--- config.mk ---
export PLATFORM = sky130hd
export DESIGN_NAME = fetch_frontend
export DESIGN_NICKNAME = d
export VERILOG_FILES = /design/src/design/fetch_pkg.sv /design/src/design/fetch_frontend.sv /design/src/design/jump_handler.sv /design/src/design/jump_predecode.sv /design/src/design/fetch_pc.sv
export SDC_FILE = /design/constraint.sdc
export NUM_CORES = 1
export LEC_CHECK = 0
export BUFFER_PORTS_ARGS = -buffer_cell sky130_fd_sc_hd__buf_2
export CORE_AREA = 2 2 135 137
export CTS_CLUSTER_SIZE = 30
export DETAILED_ROUTE_END_ITERATION = 6
export DIE_AREA = 0 0 137 139
export GPL_TIMING_DRIVEN = 0
export HOLD_SLACK_MARGIN = 0.06
export PLACE_DENSITY = 0.7
export SLEW_MARGIN = 20
export SYNTH_ARGS = -nofsm -noshare
export SYNTH_HDL_FRONTEND = slang
export SYNTH_SLANG_ARGS = --single-unit
--- constraint.sdc ---
create_clock -name clk -period 8.8 [get_ports clk]
set_clock_uncertainty 0.15 [all_clocks]
set_input_delay 0.44 -clock clk [delete_from_list [all_inputs] [get_ports clk]]
set_output_delay 0.44 -clock clk [all_outputs]
set_load 0.02 [all_outputs]
--- src/design/fetch_pkg.sv ---
package fetch_pkg;

   ///////////////////////////////
   // widths and constants
   ///////////////////////////////

   // instruction word and pc share one width
   typedef logic [15:0] word_t;

   // instructions fetched per cycle
   localparam int unsigned SLOTS = 4;

   // slot number inside a bundle
   typedef logic [1:0] slot_idx_t;

   // all words of one bundle, slot k at pc+k
   typedef word_t [SLOTS-1:0] fetch_words_t;

   // top nibble of any jump
   localparam logic [3:0] JUMP_OPCODE = 4'b1111;

   // fetch starts here
   localparam word_t RESET_PC = 16'h0000;

   // immediate jump displacement field, bits 11..2
   localparam int unsigned IMM_MSB = 11;
   localparam int unsigned IMM_LSB = 2;
   typedef logic [IMM_MSB-IMM_LSB:0] imm_field_t;

   // base jump offset field, bits 7..2
   localparam int unsigned OFS_MSB = 7;
   localparam int unsigned OFS_LSB = 2;
   typedef logic [OFS_MSB-OFS_LSB:0] ofs_field_t;

   ///////////////////////////////
   // structs between blocks
   ///////////////////////////////

   // pc of slot 0 plus the words returned for it
   typedef struct packed {
      word_t        pc;
      fetch_words_t words;
   } fetch_bundle_t;

   // per-slot predecode result
   typedef struct packed {
      logic  is_imm;
      logic  is_base;
      word_t imm_target;
      word_t base_offset;
   } slot_jump_t;

   // handler back to pc block
   typedef struct packed {
      logic  valid;
      word_t target;
      logic  hold;
   } redirect_t;

   // jump handler FSM
   typedef enum logic {
      st_idle,
      st_wait_base
   } handler_state_t;

endpackage
--- src/design/fetch_frontend.sv ---
`timescale 1ns/100ps

module fetch_frontend
   import fetch_pkg::*;
(
   input  logic         clk,
   input  logic         rst_n,
   input  fetch_words_t imem_rdata,
   input  word_t        rf_base,
   input  logic         rf_base_valid,
   input  logic         mispredict,
   input  word_t        mispredict_pc,
   output word_t        imem_addr,
   output logic         jump_valid,
   output word_t        jump_target,
   output logic         stall
);

   fetch_bundle_t bundle;
   slot_jump_t    slot_jump [SLOTS];
   redirect_t     redirect;

   ///////////////////////////////
   // pc and memory port
   ///////////////////////////////

   fetch_pc i_fetch_pc (
      .clk           (clk),
      .rst_n         (rst_n),
      .mispredict    (mispredict),
      .mispredict_pc (mispredict_pc),
      .redirect      (redirect),
      .imem_rdata    (imem_rdata),
      .imem_addr     (imem_addr),
      .bundle        (bundle)
   );

   ///////////////////////////////
   // one predecode per slot
   ///////////////////////////////

   for (genvar g = 0; g < SLOTS; g++) begin : g_slot
      jump_predecode #(
         .SLOT (g)
      ) i_jump_predecode (
         .bundle    (bundle),
         .slot_jump (slot_jump[g])
      );
   end

   // priority, base wait and redirect
   jump_handler i_jump_handler (
      .clk           (clk),
      .rst_n         (rst_n),
      .slot_jump     (slot_jump),
      .rf_base       (rf_base),
      .rf_base_valid (rf_base_valid),
      .mispredict    (mispredict),
      .redirect      (redirect),
      .stall         (stall)
   );

   // redirect seen from outside
   assign jump_valid  = redirect.valid;
   assign jump_target = redirect.target;

endmodule

--- src/design/jump_handler.sv ---
`timescale 1ns/100ps

module jump_handler
   import fetch_pkg::*;
(
   input  logic       clk,
   input  logic       rst_n,
   input  slot_jump_t slot_jump [SLOTS],
   input  word_t      rf_base,
   input  logic       rf_base_valid,
   input  logic       mispredict,
   output redirect_t  redirect,
   output logic       stall
);

   ///////////////////////////////
   // slot priority
   ///////////////////////////////

   logic       hit;
   slot_idx_t  win_idx;
   slot_jump_t win;

   // scan from the top so the lowest slot wins
   always_comb begin
      hit     = 1'b0;
      win_idx = '0;
      for (int k = SLOTS - 1; k >= 0; k--) begin
         if (slot_jump[k].is_imm || slot_jump[k].is_base) begin
            hit     = 1'b1;
            win_idx = slot_idx_t'(k);
         end
      end
   end

   // later slots simply dropped
   assign win = slot_jump[win_idx];

   ///////////////////////////////
   // base wait FSM
   ///////////////////////////////

   handler_state_t state;
   handler_state_t state_nxt;

   // base already registered, redirect this cycle
   logic  base_rdy;
   logic  base_cap;
   logic  take_base;

   // latched offset of the winning base jump
   word_t offset_q;
   // returned register value
   word_t base_q;

   always_comb begin
      state_nxt = state;
      redirect  = '0;
      take_base = 1'b0;
      case (state)
         st_idle: begin
            if (hit) begin
               if (win.is_imm) begin
                  // redirect right away
                  redirect.valid  = 1'b1;
                  redirect.target = win.imm_target;
               end else begin
                  // hold this pc, wait for the base
                  redirect.hold = 1'b1;
                  take_base     = 1'b1;
                  state_nxt     = st_wait_base;
               end
            end
         end
         st_wait_base: begin
            if (base_rdy) begin
               redirect.valid  = 1'b1;
               redirect.target = base_q + offset_q;
               state_nxt       = st_idle;
            end else begin
               // bundles ignored while waiting
               redirect.hold = 1'b1;
            end
         end
         default: begin
            state_nxt = st_idle;
         end
      endcase
      // mispredict overrides any jump
      if (mispredict) begin
         redirect  = '0;
         take_base = 1'b0;
         state_nxt = st_idle;
      end
   end

   // only the first pulse in the wait counts
   assign base_cap = (state == st_wait_base) && !base_rdy && rf_base_valid && !mispredict;

   always_ff @(posedge clk or negedge rst_n) begin
      if (!rst_n) begin
         state    <= st_idle;
         base_rdy <= 1'b0;
      end else begin
         state    <= state_nxt;
         base_rdy <= base_cap;
      end
   end

   ///////////////////////////////
   // offset and base latches
   ///////////////////////////////

   always_ff @(posedge clk) begin
      if (mispredict) begin
         offset_q <= '0;
      end else if (take_base) begin
         offset_q <= win.base_offset;
      end
      if (base_cap) begin
         base_q <= rf_base;
      end
   end

   // stall from the edge after detection until the base is in
   assign stall = (state == st_wait_base) && !base_rdy;

endmodule

--- src/design/jump_predecode.sv ---
`timescale 1ns/100ps

module jump_predecode
   import fetch_pkg::*;
#(
   // slot position inside the bundle
   parameter int unsigned SLOT = 0
) (
   input  fetch_bundle_t bundle,
   output slot_jump_t    slot_jump
);

   ///////////////////////////////
   // word select and decode
   ///////////////////////////////

   word_t      word;
   logic       is_jump;
   imm_field_t imm_field;
   ofs_field_t ofs_field;
   word_t      slot_pc;

   // this slice only looks at its own slot
   assign word = bundle.words[SLOT];

   // same opcode for both jump kinds
   assign is_jump = (word[15:12] == JUMP_OPCODE);

   // raw displacement fields
   assign imm_field = word[IMM_MSB:IMM_LSB];
   assign ofs_field = word[OFS_MSB:OFS_LSB];

   // address of this instruction
   assign slot_pc = bundle.pc + word_t'(SLOT);

   ///////////////////////////////
   // classification and targets
   ///////////////////////////////

   always_comb begin
      // bit 0 picks immediate or base
      slot_jump.is_imm  = is_jump && !word[0];
      slot_jump.is_base = is_jump && word[0];

      // pc relative, counted from the next instruction
      slot_jump.imm_target = slot_pc + 16'd1
                           + {{(16-$bits(imm_field_t)){imm_field[$high(imm_field)]}},
                              imm_field};

      // added to the register base later
      slot_jump.base_offset = {{(16-$bits(ofs_field_t)){ofs_field[$high(ofs_field)]}},
                               ofs_field};
   end

endmodule

--- src/design/fetch_pc.sv ---
`timescale 1ns/100ps

module fetch_pc
   import fetch_pkg::*;
(
   input  logic          clk,
   input  logic          rst_n,
   input  logic          mispredict,
   input  word_t         mispredict_pc,
   input  redirect_t     redirect,
   input  fetch_words_t  imem_rdata,
   output word_t         imem_addr,
   output fetch_bundle_t bundle
);

   ///////////////////////////////
   // program counter
   ///////////////////////////////

   word_t pc;
   word_t pc_nxt;

   // next pc, highest priority first
   always_comb begin
      if (mispredict) begin
         // back end knows better
         pc_nxt = mispredict_pc;
      end else if (redirect.valid) begin
         // taken jump, imm or base
         pc_nxt = redirect.target;
      end else if (redirect.hold) begin
         // waiting on a base register
         pc_nxt = pc;
      end else begin
         // plain sequential bundle step
         pc_nxt = pc + word_t'(SLOTS);
      end
   end

   always_ff @(posedge clk or negedge rst_n) begin
      if (!rst_n) begin
         pc <= RESET_PC;
      end else begin
         pc <= pc_nxt;
      end
   end

   ///////////////////////////////
   // memory port and bundle
   ///////////////////////////////

   // combinational read, words come back this cycle
   assign imem_addr = pc;

   // pair current pc with its words
   always_comb begin
      bundle.pc    = pc;
      bundle.words = imem_rdata;
   end

endmodule

Yosys cells after proc, flatten, opt, wreduce, memory -nomap -nowiden
Index checks and enable logic that the tools add are counted.

storage, ports and cells
  register bits after elaboration = 50
  bits of input ports = 100
  output and inout bits = 34
  word-level logic and storage cells = 72

operators by class
  $add $sub $neg = 12
  magnitude comparators = 1
  eq/ne operators = 5
  muxes and demuxes = 26
  bitwise operators = 2
  reduce and logical (&&, ||, !) cells = 21

operators by type and width
  kind                                            count
  adder 16 bit                                    5
  binary-select mux 34 bit (select 2 bit)         1
  two-way mux 34 bit                              2
  adder 16 x 1 -> 16 bit (second input constant)  4
  two-way mux 16 bit                              3
  two-way mux 18 bit                              2
  case mux 18 bit (2 select lines)                1
  two-way mux 17 bit                              2
  adder 16 x 2 -> 16 bit (second input constant)  2
  adder 16 x 3 -> 16 bit (second input constant)  1
  == test 4 bit (second input constant)           4
  logical AND 1 bit                               11
  two-way mux 1 bit                               10
  two-way mux 2 bit                               4
  logical NOT 1 bit                               6
  logical OR 1 bit                                4
  >= comparator 3 bit (second input constant)     1
  != test 3 x 2 -> 1 bit (second input constant)  1
  inverter 2 -> 3 bit                             1
  case mux 1 bit (2 select lines)                 1
  inverter 1 bit                                  1

Longest topological paths before layout
Gate-level depths: netlist of run 1.

  depth in word-level cells = 18
  gate-level depth with buffers = 16
  gate-level depth less buffers = 16

By module
A second synthesis of run 1 with hierarchy kept.

unflattened totals
  cells, all modules = 1086
  area total of the unflattened synthesis = 8828.5 sq um

modules (own cells, without submodules)
  module                                        instances  cells each  area each (sq um)
  jump_handler                                  1          356         3030.4
  fetch_pc                                      1          200         1664.1
  jump_predecode at g_slot[3].i_jump_predecode  1          144         1128.6
  jump_predecode at g_slot[2].i_jump_predecode  1          136         1068.5
  jump_predecode at g_slot[1].i_jump_predecode  1          125         1038.5
  jump_predecode at g_slot[0].i_jump_predecode  1          125         898.4

Worst setup path after synthesis of run 1
OpenSTA, ideal clock, no wires.

  path kind = register to output
  start point = reg i_fetch_pc.pc[6] (netlist: i_fetch_pc.imem_addr[6])
  end point = out jump_target[14]
  arrival = 3.387 ns
  slack = 4.823 ns
  stages on the path, launching flop included = 16
  buffers on the path = 1
  path through = dfrtp_1 buf_2 nand4_1 or3_1 nor2_1 xor2_1 ha_1 a21o_1 a21oi_1 nor2b_1 a311o_1 o31ai_1 xor2_1 o32ai_1 nor3_2 nor2_1

between the ends
  cells in the longest elaborated chain, start to end = 10
  elaborated cells between the ends (all ways) = 17
  classes of those cells = add/sub (10); mux (7)

RTL lines
  what                                                              RTL line                                    source
  from (decl)                                                       fetch_pc.sv:20                              word_t pc;
  from (signal assigned)                                            fetch_pc.sv:44                              pc <= pc_nxt;
  adder 16 x 2 -> 16 bit or adder 16 x 1 -> 16 bit (tied branches)  jump_predecode.sv:34, jump_predecode.sv:46
  adder 16 x 1 -> 16 bit                                            jump_predecode.sv:46                        slot_jump.imm_target = slot_pc + 16'd1
  adder 16 bit                                                      jump_predecode.sv:47                        + {{(16-$bits(imm_field_t)){imm_field[$high(imm_field)]}},
  binary-select mux 34 bit (select 2 bit) *                         jump_handler.sv:37                          assign win = slot_jump[win_idx];
  two-way mux 34 bit (implied by the code) * (2 in a row)           jump_handler.sv:37
  two-way mux 17 bit *                                              jump_handler.sv:63                          if (win.is_imm) begin
  two-way mux 18 bit *                                              jump_handler.sv:62                          if (hit) begin
  case mux 18 bit (2 select lines) *                                jump_handler.sv:60                          case (state)
  two-way mux 18 bit *                                              jump_handler.sv:90                          if (mispredict) begin
  to (decl)                                                         fetch_frontend.sv:15                        output word_t jump_target,

Every way passes the cells marked *; elsewhere a longest branch is shown, timed or not. The select of a mux whose other input is x is not followed.

Worst setup path after layout of run 1
  start point = reg i_fetch_pc.pc[0] (netlist: i_fetch_pc.imem_addr[0])
  end point = out jump_target[13]

The elaborated chain is that of the path after synthesis.

==> summary.md, run 1 <==
| Metric | Value |
|---|---|
| Post-synth ARST share | around 45% |
| Starting density of the core | 38.4% |
| Clk Latency, worst-skew pair | 290 ps |
| Global-route wire length before repair | 34500 µm |
| Sink Count | 40 |
| Final period util | approximately 57% |
| HPWL after detailed placement | 18900 µm |
| Worst-path clk slew | around 60 ps |
| Final nets | about 1200 |
| Worst vdd ir | ~0.000074 V |
| ANT cells | 0 |
| Synth top area share | 20.5% |
| Top Ports | 134 |
| Setup WS pre-CTS | 4110 ps |
| Pwr per Cell Area | 155 nW/µm² |
| Post-synth EDFFs | 16 |
| Total Negative Setup Slacks | 0 ps |
| Crit-path slowest cell | dfrtp_1 |
| Internal power | 0.649 mW |
| Fin. max-slew vios | 0 |
| Syn Nets | roughly 1100 |
| RSZ-0062 raised after global routing | no |
| Buf/Inv on CP | 1 |
| Worst path depth | 14 |
| Area of the core | 17700 µm² |
| Distinct cells, synth | 84 |
| Sw Ratio | 46.9% |
| Clock network fraction of design power | 14.7% |
| Crit Path Category | flip-flop to primary output |
| Synth top cells by count | 111 x ha_1, 87 x nand2_1, 74 x nor2_1, 51 x a21oi_1, 45 x xnor2_1 |
| Fillers | 1807 |
| Outcome | finished, final reports clean |
| Vias/cell | a little under 6 |
| Most common cell in the netlist | ha_1 |
| Syn Area/Cell | 8.13 µm² |
| Setup WS post-layout | 3770 ps |
| Relative slew slack | 45.1% |
| Clk buf depth | 2 |
| Crit path cell chain | ha_1, nand4_1, nor2_1, xor2_1, ha_1, nand2_1, o21ai_0, a221o_1, o41ai_2, xor2_1, nand3_1, a32oi_1, nor2_1, buf_2 |
| Vias in the first global route | 6566 |
| Gr usage total | 23.4% |
| Gate power share | 65.0% |
| Gp weighted congestion | between 1 and 1.5 |
| Die H | ~140 µm |
| Post-DR wirelength/cell | 19.0 µm |
| Maximum fanout along the worst path | 10 |
| Synthesized instance count | 835 |
| TritonCTS clock tree | built |
| Startpoint types | flip-flop |
| Die Wd | 137 µm |
| Crit-path leading delay family | compound AO/OA/AOI/OAI gates |
| CTS Root Buffer Type | clkbuf_16 |
| WP data arrival | 4440 ps |
| Setup crit end kind | primary output |
| Actual slew at the worst max-slew pin | 824 ps |
| Most area-hungry cell type in the Yosys netlist | ha_1 |
| Cts hold-fix bufs | 1 |
| Final routed DRC violation total | 0 |
| Top cells by area, synth | ha_1 20%, edfxtp_1 7.1%, dfrtp_1 6.6% |
| Sequential power share | roughly 20% |
| H-tree depth | 2 |
| #FFs+latches synth | 40 |
| Sequential area share after synthesis | 15.5% |
| Final Hold Viols | 0 |
| Cells on worst reg2reg path | 13 |
| Leak Pwr | about 3.6 nW |
| PortBufs | 128 |
| Share of cells above drive strength 1 | between 10% and 20% |
| Post-CTS Repair Setup Buffers | 0 |
| Max-cap viol count | 0 |
| Finish-stage setup viols | 0 |
| Initial DRC count | 492 |
| Worst hold path cell count | 1 |
| Switching pwr | 0.572 mW |
| Fmax | about 0.20 GHz |
| Drt first pass iters | 5 |
| Slowest cell delay on critical path | about 640 ps |
| Resized Gates After CTS | 0 |
| Worst endpoint required time | 8210 ps |
| Num CTS Buffers | 5 |
| Detail Route Antenna Nets | 0 |
| Ys Warns | 0 |
| Die Area | 19000 µm² |
| Synthesized cell area | a little under 7000 µm² |
| Area Overhead vs Synth | 15.8% |
| Via count | between 6000 and 7000 |
| FP Rows | 49 |
| Design Power | 1.22 mW |
| Grt ovf | 0 |
| Top FF cell, synth | dfrtp_1 |
| Post-layout min period | 5030 ps |
| Hold Crit Class | input port to flip-flop |
| Post-Route WL | about 23000 µm |
| Initial antenna violation count | 0 |
| Pin count of the biggest net entering global routing | 19 |
[layout make-up]
type | instances | area (µm²) | area share, %
well taps | 229 | 287 | 3.64
plain buffers | 24 | 131 | 1.67
clock buffers | 8 | 136 | 1.73
repair buffers | 129 | 651 | 8.27
multi-input cells | 736 | 5480 | 69.6
flip-flops and latches | 40 | 1050 | 13.4
inverters | 35 | 131 | 1.67
[layout by cell type (no fill, tap or decap), drive strengths merged, types with 4 or more instances in the layout]
master  netlist  routed
buf          12     140
ha          111     111
nand2        88      88
nor2         76      76
a21oi        58      58
o21ai        57      57
xnor2        46      46
inv          35      35
xor2         27      27
nand3        25      25
clkbuf       12      20
a21o         18      18
dfrtp        18      18
nor3         18      18
edfxtp       16      16
nand2b       16      16
and3         14      14
a211oi       14      14
o211ai       14      14
o21a         11      11
a31oi        10      10
a221o         9       9
nand4         9       9
o31ai         8       8
and2          7       7
a211o         7       7
o21bai        7       7
or3           6       6
a32oi         6       6
a311oi        6       6
dfxtp         6       6
a221oi        6       6
a22oi         5       5
fa            5       5
or2           5       5
nor2b         4       4
[routing by layer]
metal	routed length, µm	part of all wire (%)	vias to the layer above	global-route usage [%]
met3	1720	7.6	56	3.55
met5	0	0	-	0
li1	-	-	3421	-
met2	10100	45	285	37.0
met4	955	4.2	0	9.28
met1	9950	44	3229	31.8
[cell families (layout without fill, tap and decap cells)]
kind of cell | after synthesis | count (layout) | synth area share [%]
DFF | 40 | 40 | 15.5
buffers and inverters | 59 | 196 | 3.87
muxes | 5 | 5 | 1.12
xor gates and xnor gates | 73 | 73 | 9.53
AOI/OAI and AO/OA | 267 | 267 | 28.4
and+or+nand+nor | 275 | 275 | 19.6
adders and majority gates | 116 | 116 | 21.9
[worst paths after layout]
kind | slack (ps) | start | to
min in group asynchronous | 500 | rst_n | i_fetch_pc.imem_addr[15]
min reg2reg | 360 | i_jump_handler.offset_q[2] | i_jump_handler.offset_q[2]
min | 180 | rf_base[6] | i_jump_handler.base_q[6]
max | 3770 | i_fetch_pc.imem_addr[0] | jump_target[13]
max in group asynchronous | 7670 | rst_n | i_fetch_pc.imem_addr[2]
max reg2reg | 4480 | i_fetch_pc.imem_addr[0] | i_fetch_pc.imem_addr[13]
[stage by stage]
step | hold slack (ps) | instance area [µm²] | cells | utilization (%)
6_report | 175 | 7860 | 1201 | 44.5
5_1_grt | 172 | 7860 | 1201 | 44.5
4_1_cts | 176 | 7860 | 1201 | 44.5
3_5_place_dp | 262 | 7720 | 1192 | 43.7
3_3_place_gp | 268 | 7720 | 1192 | 43.7
2_1_floorplan | -5.59 | 6790 | 835 | -
[power groups by stage]
| stage | combinational, mW | clock [mW] | sequential, mW |
|---|---|---|---|
| after global placement | 0.774 | 0 | 0.252 |
| after global routing | 0.880 | 0.188 | 0.250 |
| after detailed placement | 0.781 | 0 | 0.251 |
| after CTS | 0.787 | 0.179 | 0.247 |
| final | 0.794 | 0.179 | 0.248 |
| after floorplan | 0.569 | 0 | 0.250 |
[worst register-to-register path: stages (launching register included)]
cell,delay (ps)
dfrtp_1,640
ha_1,430
nand4_1,210
nor2_1,160
xor2_1,410
ha_1,360
nand2_1,130
o21ai_0,160
a221o_1,380
o41ai_2,370
xor2_1,270
nand3_1,110
a32oi_1,290
a22oi_1,140
[flip-flops by register name (all words and copies together) (netlist names)]
signal / cells
i_jump_handler.base_q: 16
i_fetch_pc.imem_addr: 16
i_jump_handler.state: 1
i_jump_handler.base_rdy: 1
i_jump_handler.offset_q: 6
Power figures use the tool's default switching activity.
==> run 2: changes to the inputs <==
==> constraint.sdc (replaced) <==
create_clock -name clk -period 5.2 [get_ports clk]
set_clock_uncertainty 0.15 [all_clocks]
set_input_delay 0.26 -clock clk [delete_from_list [all_inputs] [get_ports clk]]
set_output_delay 0.26 -clock clk [all_outputs]
set_load 0.02 [all_outputs]
==> summary.md, run 2 (synthesis gave the netlist of run 1 again) <==
| Metric | Value |
|---|---|
| Gate power share | 65.3% (+0.3 points) |
| Via count | 7059 (+0.97%) |
| Worst Setup SP | i_fetch_pc.imem_addr[0] |
| Area Overhead vs Synth | 18.3% |
| Area of the core | 17700 µm² (unchanged) |
| Hold Crit Start | mispredict_pc[15] |
| ANT cells | 0 (unchanged) |
| RR Startpoint | i_fetch_pc.imem_addr[0] |
| Detail Route Antenna Nets | 0 (unchanged) |
| Drt first pass iters | 5 (unchanged) |
| Post-CTS Repair Setup Buffers | 0 (unchanged) |
| Internal power | 1.11 mW (+71%) |
| Sink Count | 40 (unchanged) |
| FP Rows | 49 (unchanged) |
| Worst-path clk slew | 60 ps (about the same) |
| Die Area | 19000 µm² (unchanged) |
| TritonCTS clock tree | built |
| Initial DRC count | 457 (-7.1%) |
| Sequential power share | 20.2% (about the same) |
| Switching pwr | 0.967 mW (+69%) |
| Setup crit end kind | primary output |
| Die H | 139 µm (unchanged) |
| Final Hold Slack | 64.6 ps (-111 ps) |
| Fin. max-slew vios | 0 (unchanged) |
| Initial antenna violation count | 0 (unchanged) |
| Gr usage total | 23.5% (+0.12 points) |
| Global-route wire length before repair | 34700 µm (+0.58%) |
| Pwr per Cell Area | 258 nW/µm² (+66%) |
| Most common cell after layout, fill and taps aside | buf_2 |
| Die Wd | 137 µm (unchanged) |
| Post-DR wirelength/cell | 18.8 µm (-0.85%) |
| Final routed DRC violation total | 0 (unchanged) |
| Fmax | 0.204 GHz |
| Final period util | 94.4% |
| PortBufs | 128 (unchanged) |
| Outcome | finished, final reports clean |
| Share of cells above drive strength 1 | 18.9% (-0.33 points) |
| Grt ovf | 0 (unchanged) |
| Post-layout min period | slightly below 5000 ps |
| Design Power | 2.07 mW (+70%) |
| H-tree depth | 2 (unchanged) |
| Vias in the first global route | 6618 (+0.79%) |
| HPWL after detailed placement | 18900 µm (unchanged) |
| Post-Route WL | 22900 µm (+0.55%) |
| Hold Crit Class | input port to flip-flop |
| Final Hold Viols | 0 (unchanged) |
| Most frequent cells in the layout | 136 x buf_2, 111 x ha_1, 87 x nand2_1 |
| Max-cap viol count | 0 (unchanged) |
| Finish-stage setup viols | 0 (unchanged) |
| Worst vdd ir | 0.000126 V (+71%) |
| Pin count of the biggest net entering global routing | 19 (unchanged) |
| Actual slew at the worst max-slew pin | 843 ps (+19.5 ps) |
| Leak Pwr | 3.72 nW (+1.9%) |
| Clk buf depth | 2 (unchanged) |
| Final nets | 1204 (+1.4%) |
| Maximum fanout along the worst path | 10 (unchanged) |
| Top Ports | 134 (unchanged) |
| Total Negative Setup Slacks | 0 ps (unchanged) |
| Gp weighted congestion | 1.01 (unchanged) |
| Sw Ratio | 46.6% (-0.22 points) |
| Starting density of the core | 38.4% (unchanged) |
| Startpoint types | flip-flop |
| Vias/cell | 5.80 (-0.44%) |
| Num CTS Buffers | 5 (unchanged) |
| Clk Latency, worst-skew pair | 280 ps (about the same) |
| WP data arrival | 4500 ps (+60 ps) |
| Worst endpoint required time | 4790 ps (-3420 ps) |
| CTS Root Buffer Type | clkbuf_16 |
| Clock network fraction of design power | 14.4% (-0.3 points) |
| Reg2Reg Setup Slack | 810 ps (-3670 ps) |
| Relative slew slack | 43.8% (-1.3 points) |
| RSZ-0062 raised after global routing | no |
| Crit Path Category | flip-flop to primary output |
-- run 2: cell types whose count changed in the layout (fill, tap and decap cells not counted) --
| cell | previous run | this run |
|---|---|---|
| dlygate4sd3_1 | 1 | 18 |
-- run 2: layout make-up --
type | count | area, µm²
fill | 1800 | 9620
multi-input combinational | 736 | 5480
sequential | 40 | 1050
timing repair buffer | 146 | 821
tap | 229 | 287
clock buffer | 8 | 136
buffer | 24 | 131
inverter | 35 | 131
-- run 2: what timing repair did --
| action | in CTS | in global routing |
|---|---|---|
| endpoints found under the hold margin | 35 | 0 |
| setup endpoints to repair | 0 | 0 |
| hold buffers | 18 | 0 |
| resized for setup | 0 | 0 |
-- run 2: metal layers --
metal / wire length [µm] / vias up / track usage [%]
li1: - / 3450 / -
met1: 9930 / 3240 / 32.0
met2: 10200 / 314 / 37.3
met3: 1850 / 55 / 3.55
met4: 951 / 0 / 9.28
met5: 0 / - / 0
-- run 2: worst paths after layout --
kind                            cells after the start                         end
max in group asynchronous                           2     i_fetch_pc.imem_addr[2]
worst max register to register                     13    i_fetch_pc.imem_addr[13]
worst max-delay path                               14             jump_target[13]
min in group asynchronous                           2    i_fetch_pc.imem_addr[15]
worst min register to register                      2  i_jump_handler.offset_q[2]
worst min-delay path                                3    i_fetch_pc.imem_addr[15]
-- run 2: power by group through the flow --
stage	Sequential (mW)	Combinational, mW	Clock, mW
after CTS	0.419	1.34	0.303
after floorplan	0.423	0.963	0
after detailed placement	0.425	1.32	0
after global placement	0.426	1.31	0
final	0.420	1.36	0.299
after global routing	0.424	1.50	0.319
-- run 2: metrics by stage --
stage	cells	utilization, %	setup slack, ps	instance area (µm²)
floorplan	835	-	1400	6790
global placement	1192	43.7	703	7720
detailed placement	1192	43.7	685	7720
CTS	1218	45.5	370	8030
global route	1218	45.5	81.7	8030
finish	1218	45.5	291	8030
-- run 2: worst max-delay path, cell delays in order, from the launching register on --
cell and delay, ps:
dfrtp_1 650, ha_1 450, nand4_1 210, nor2_1 160
xor2_1 410, ha_1 360, nand2_1 130, o21ai_0 160
a221o_1 380, o41ai_2 370, xor2_1 290, nand3_1 110
a32oi_1 300, nor2_1 60, buf_2 180
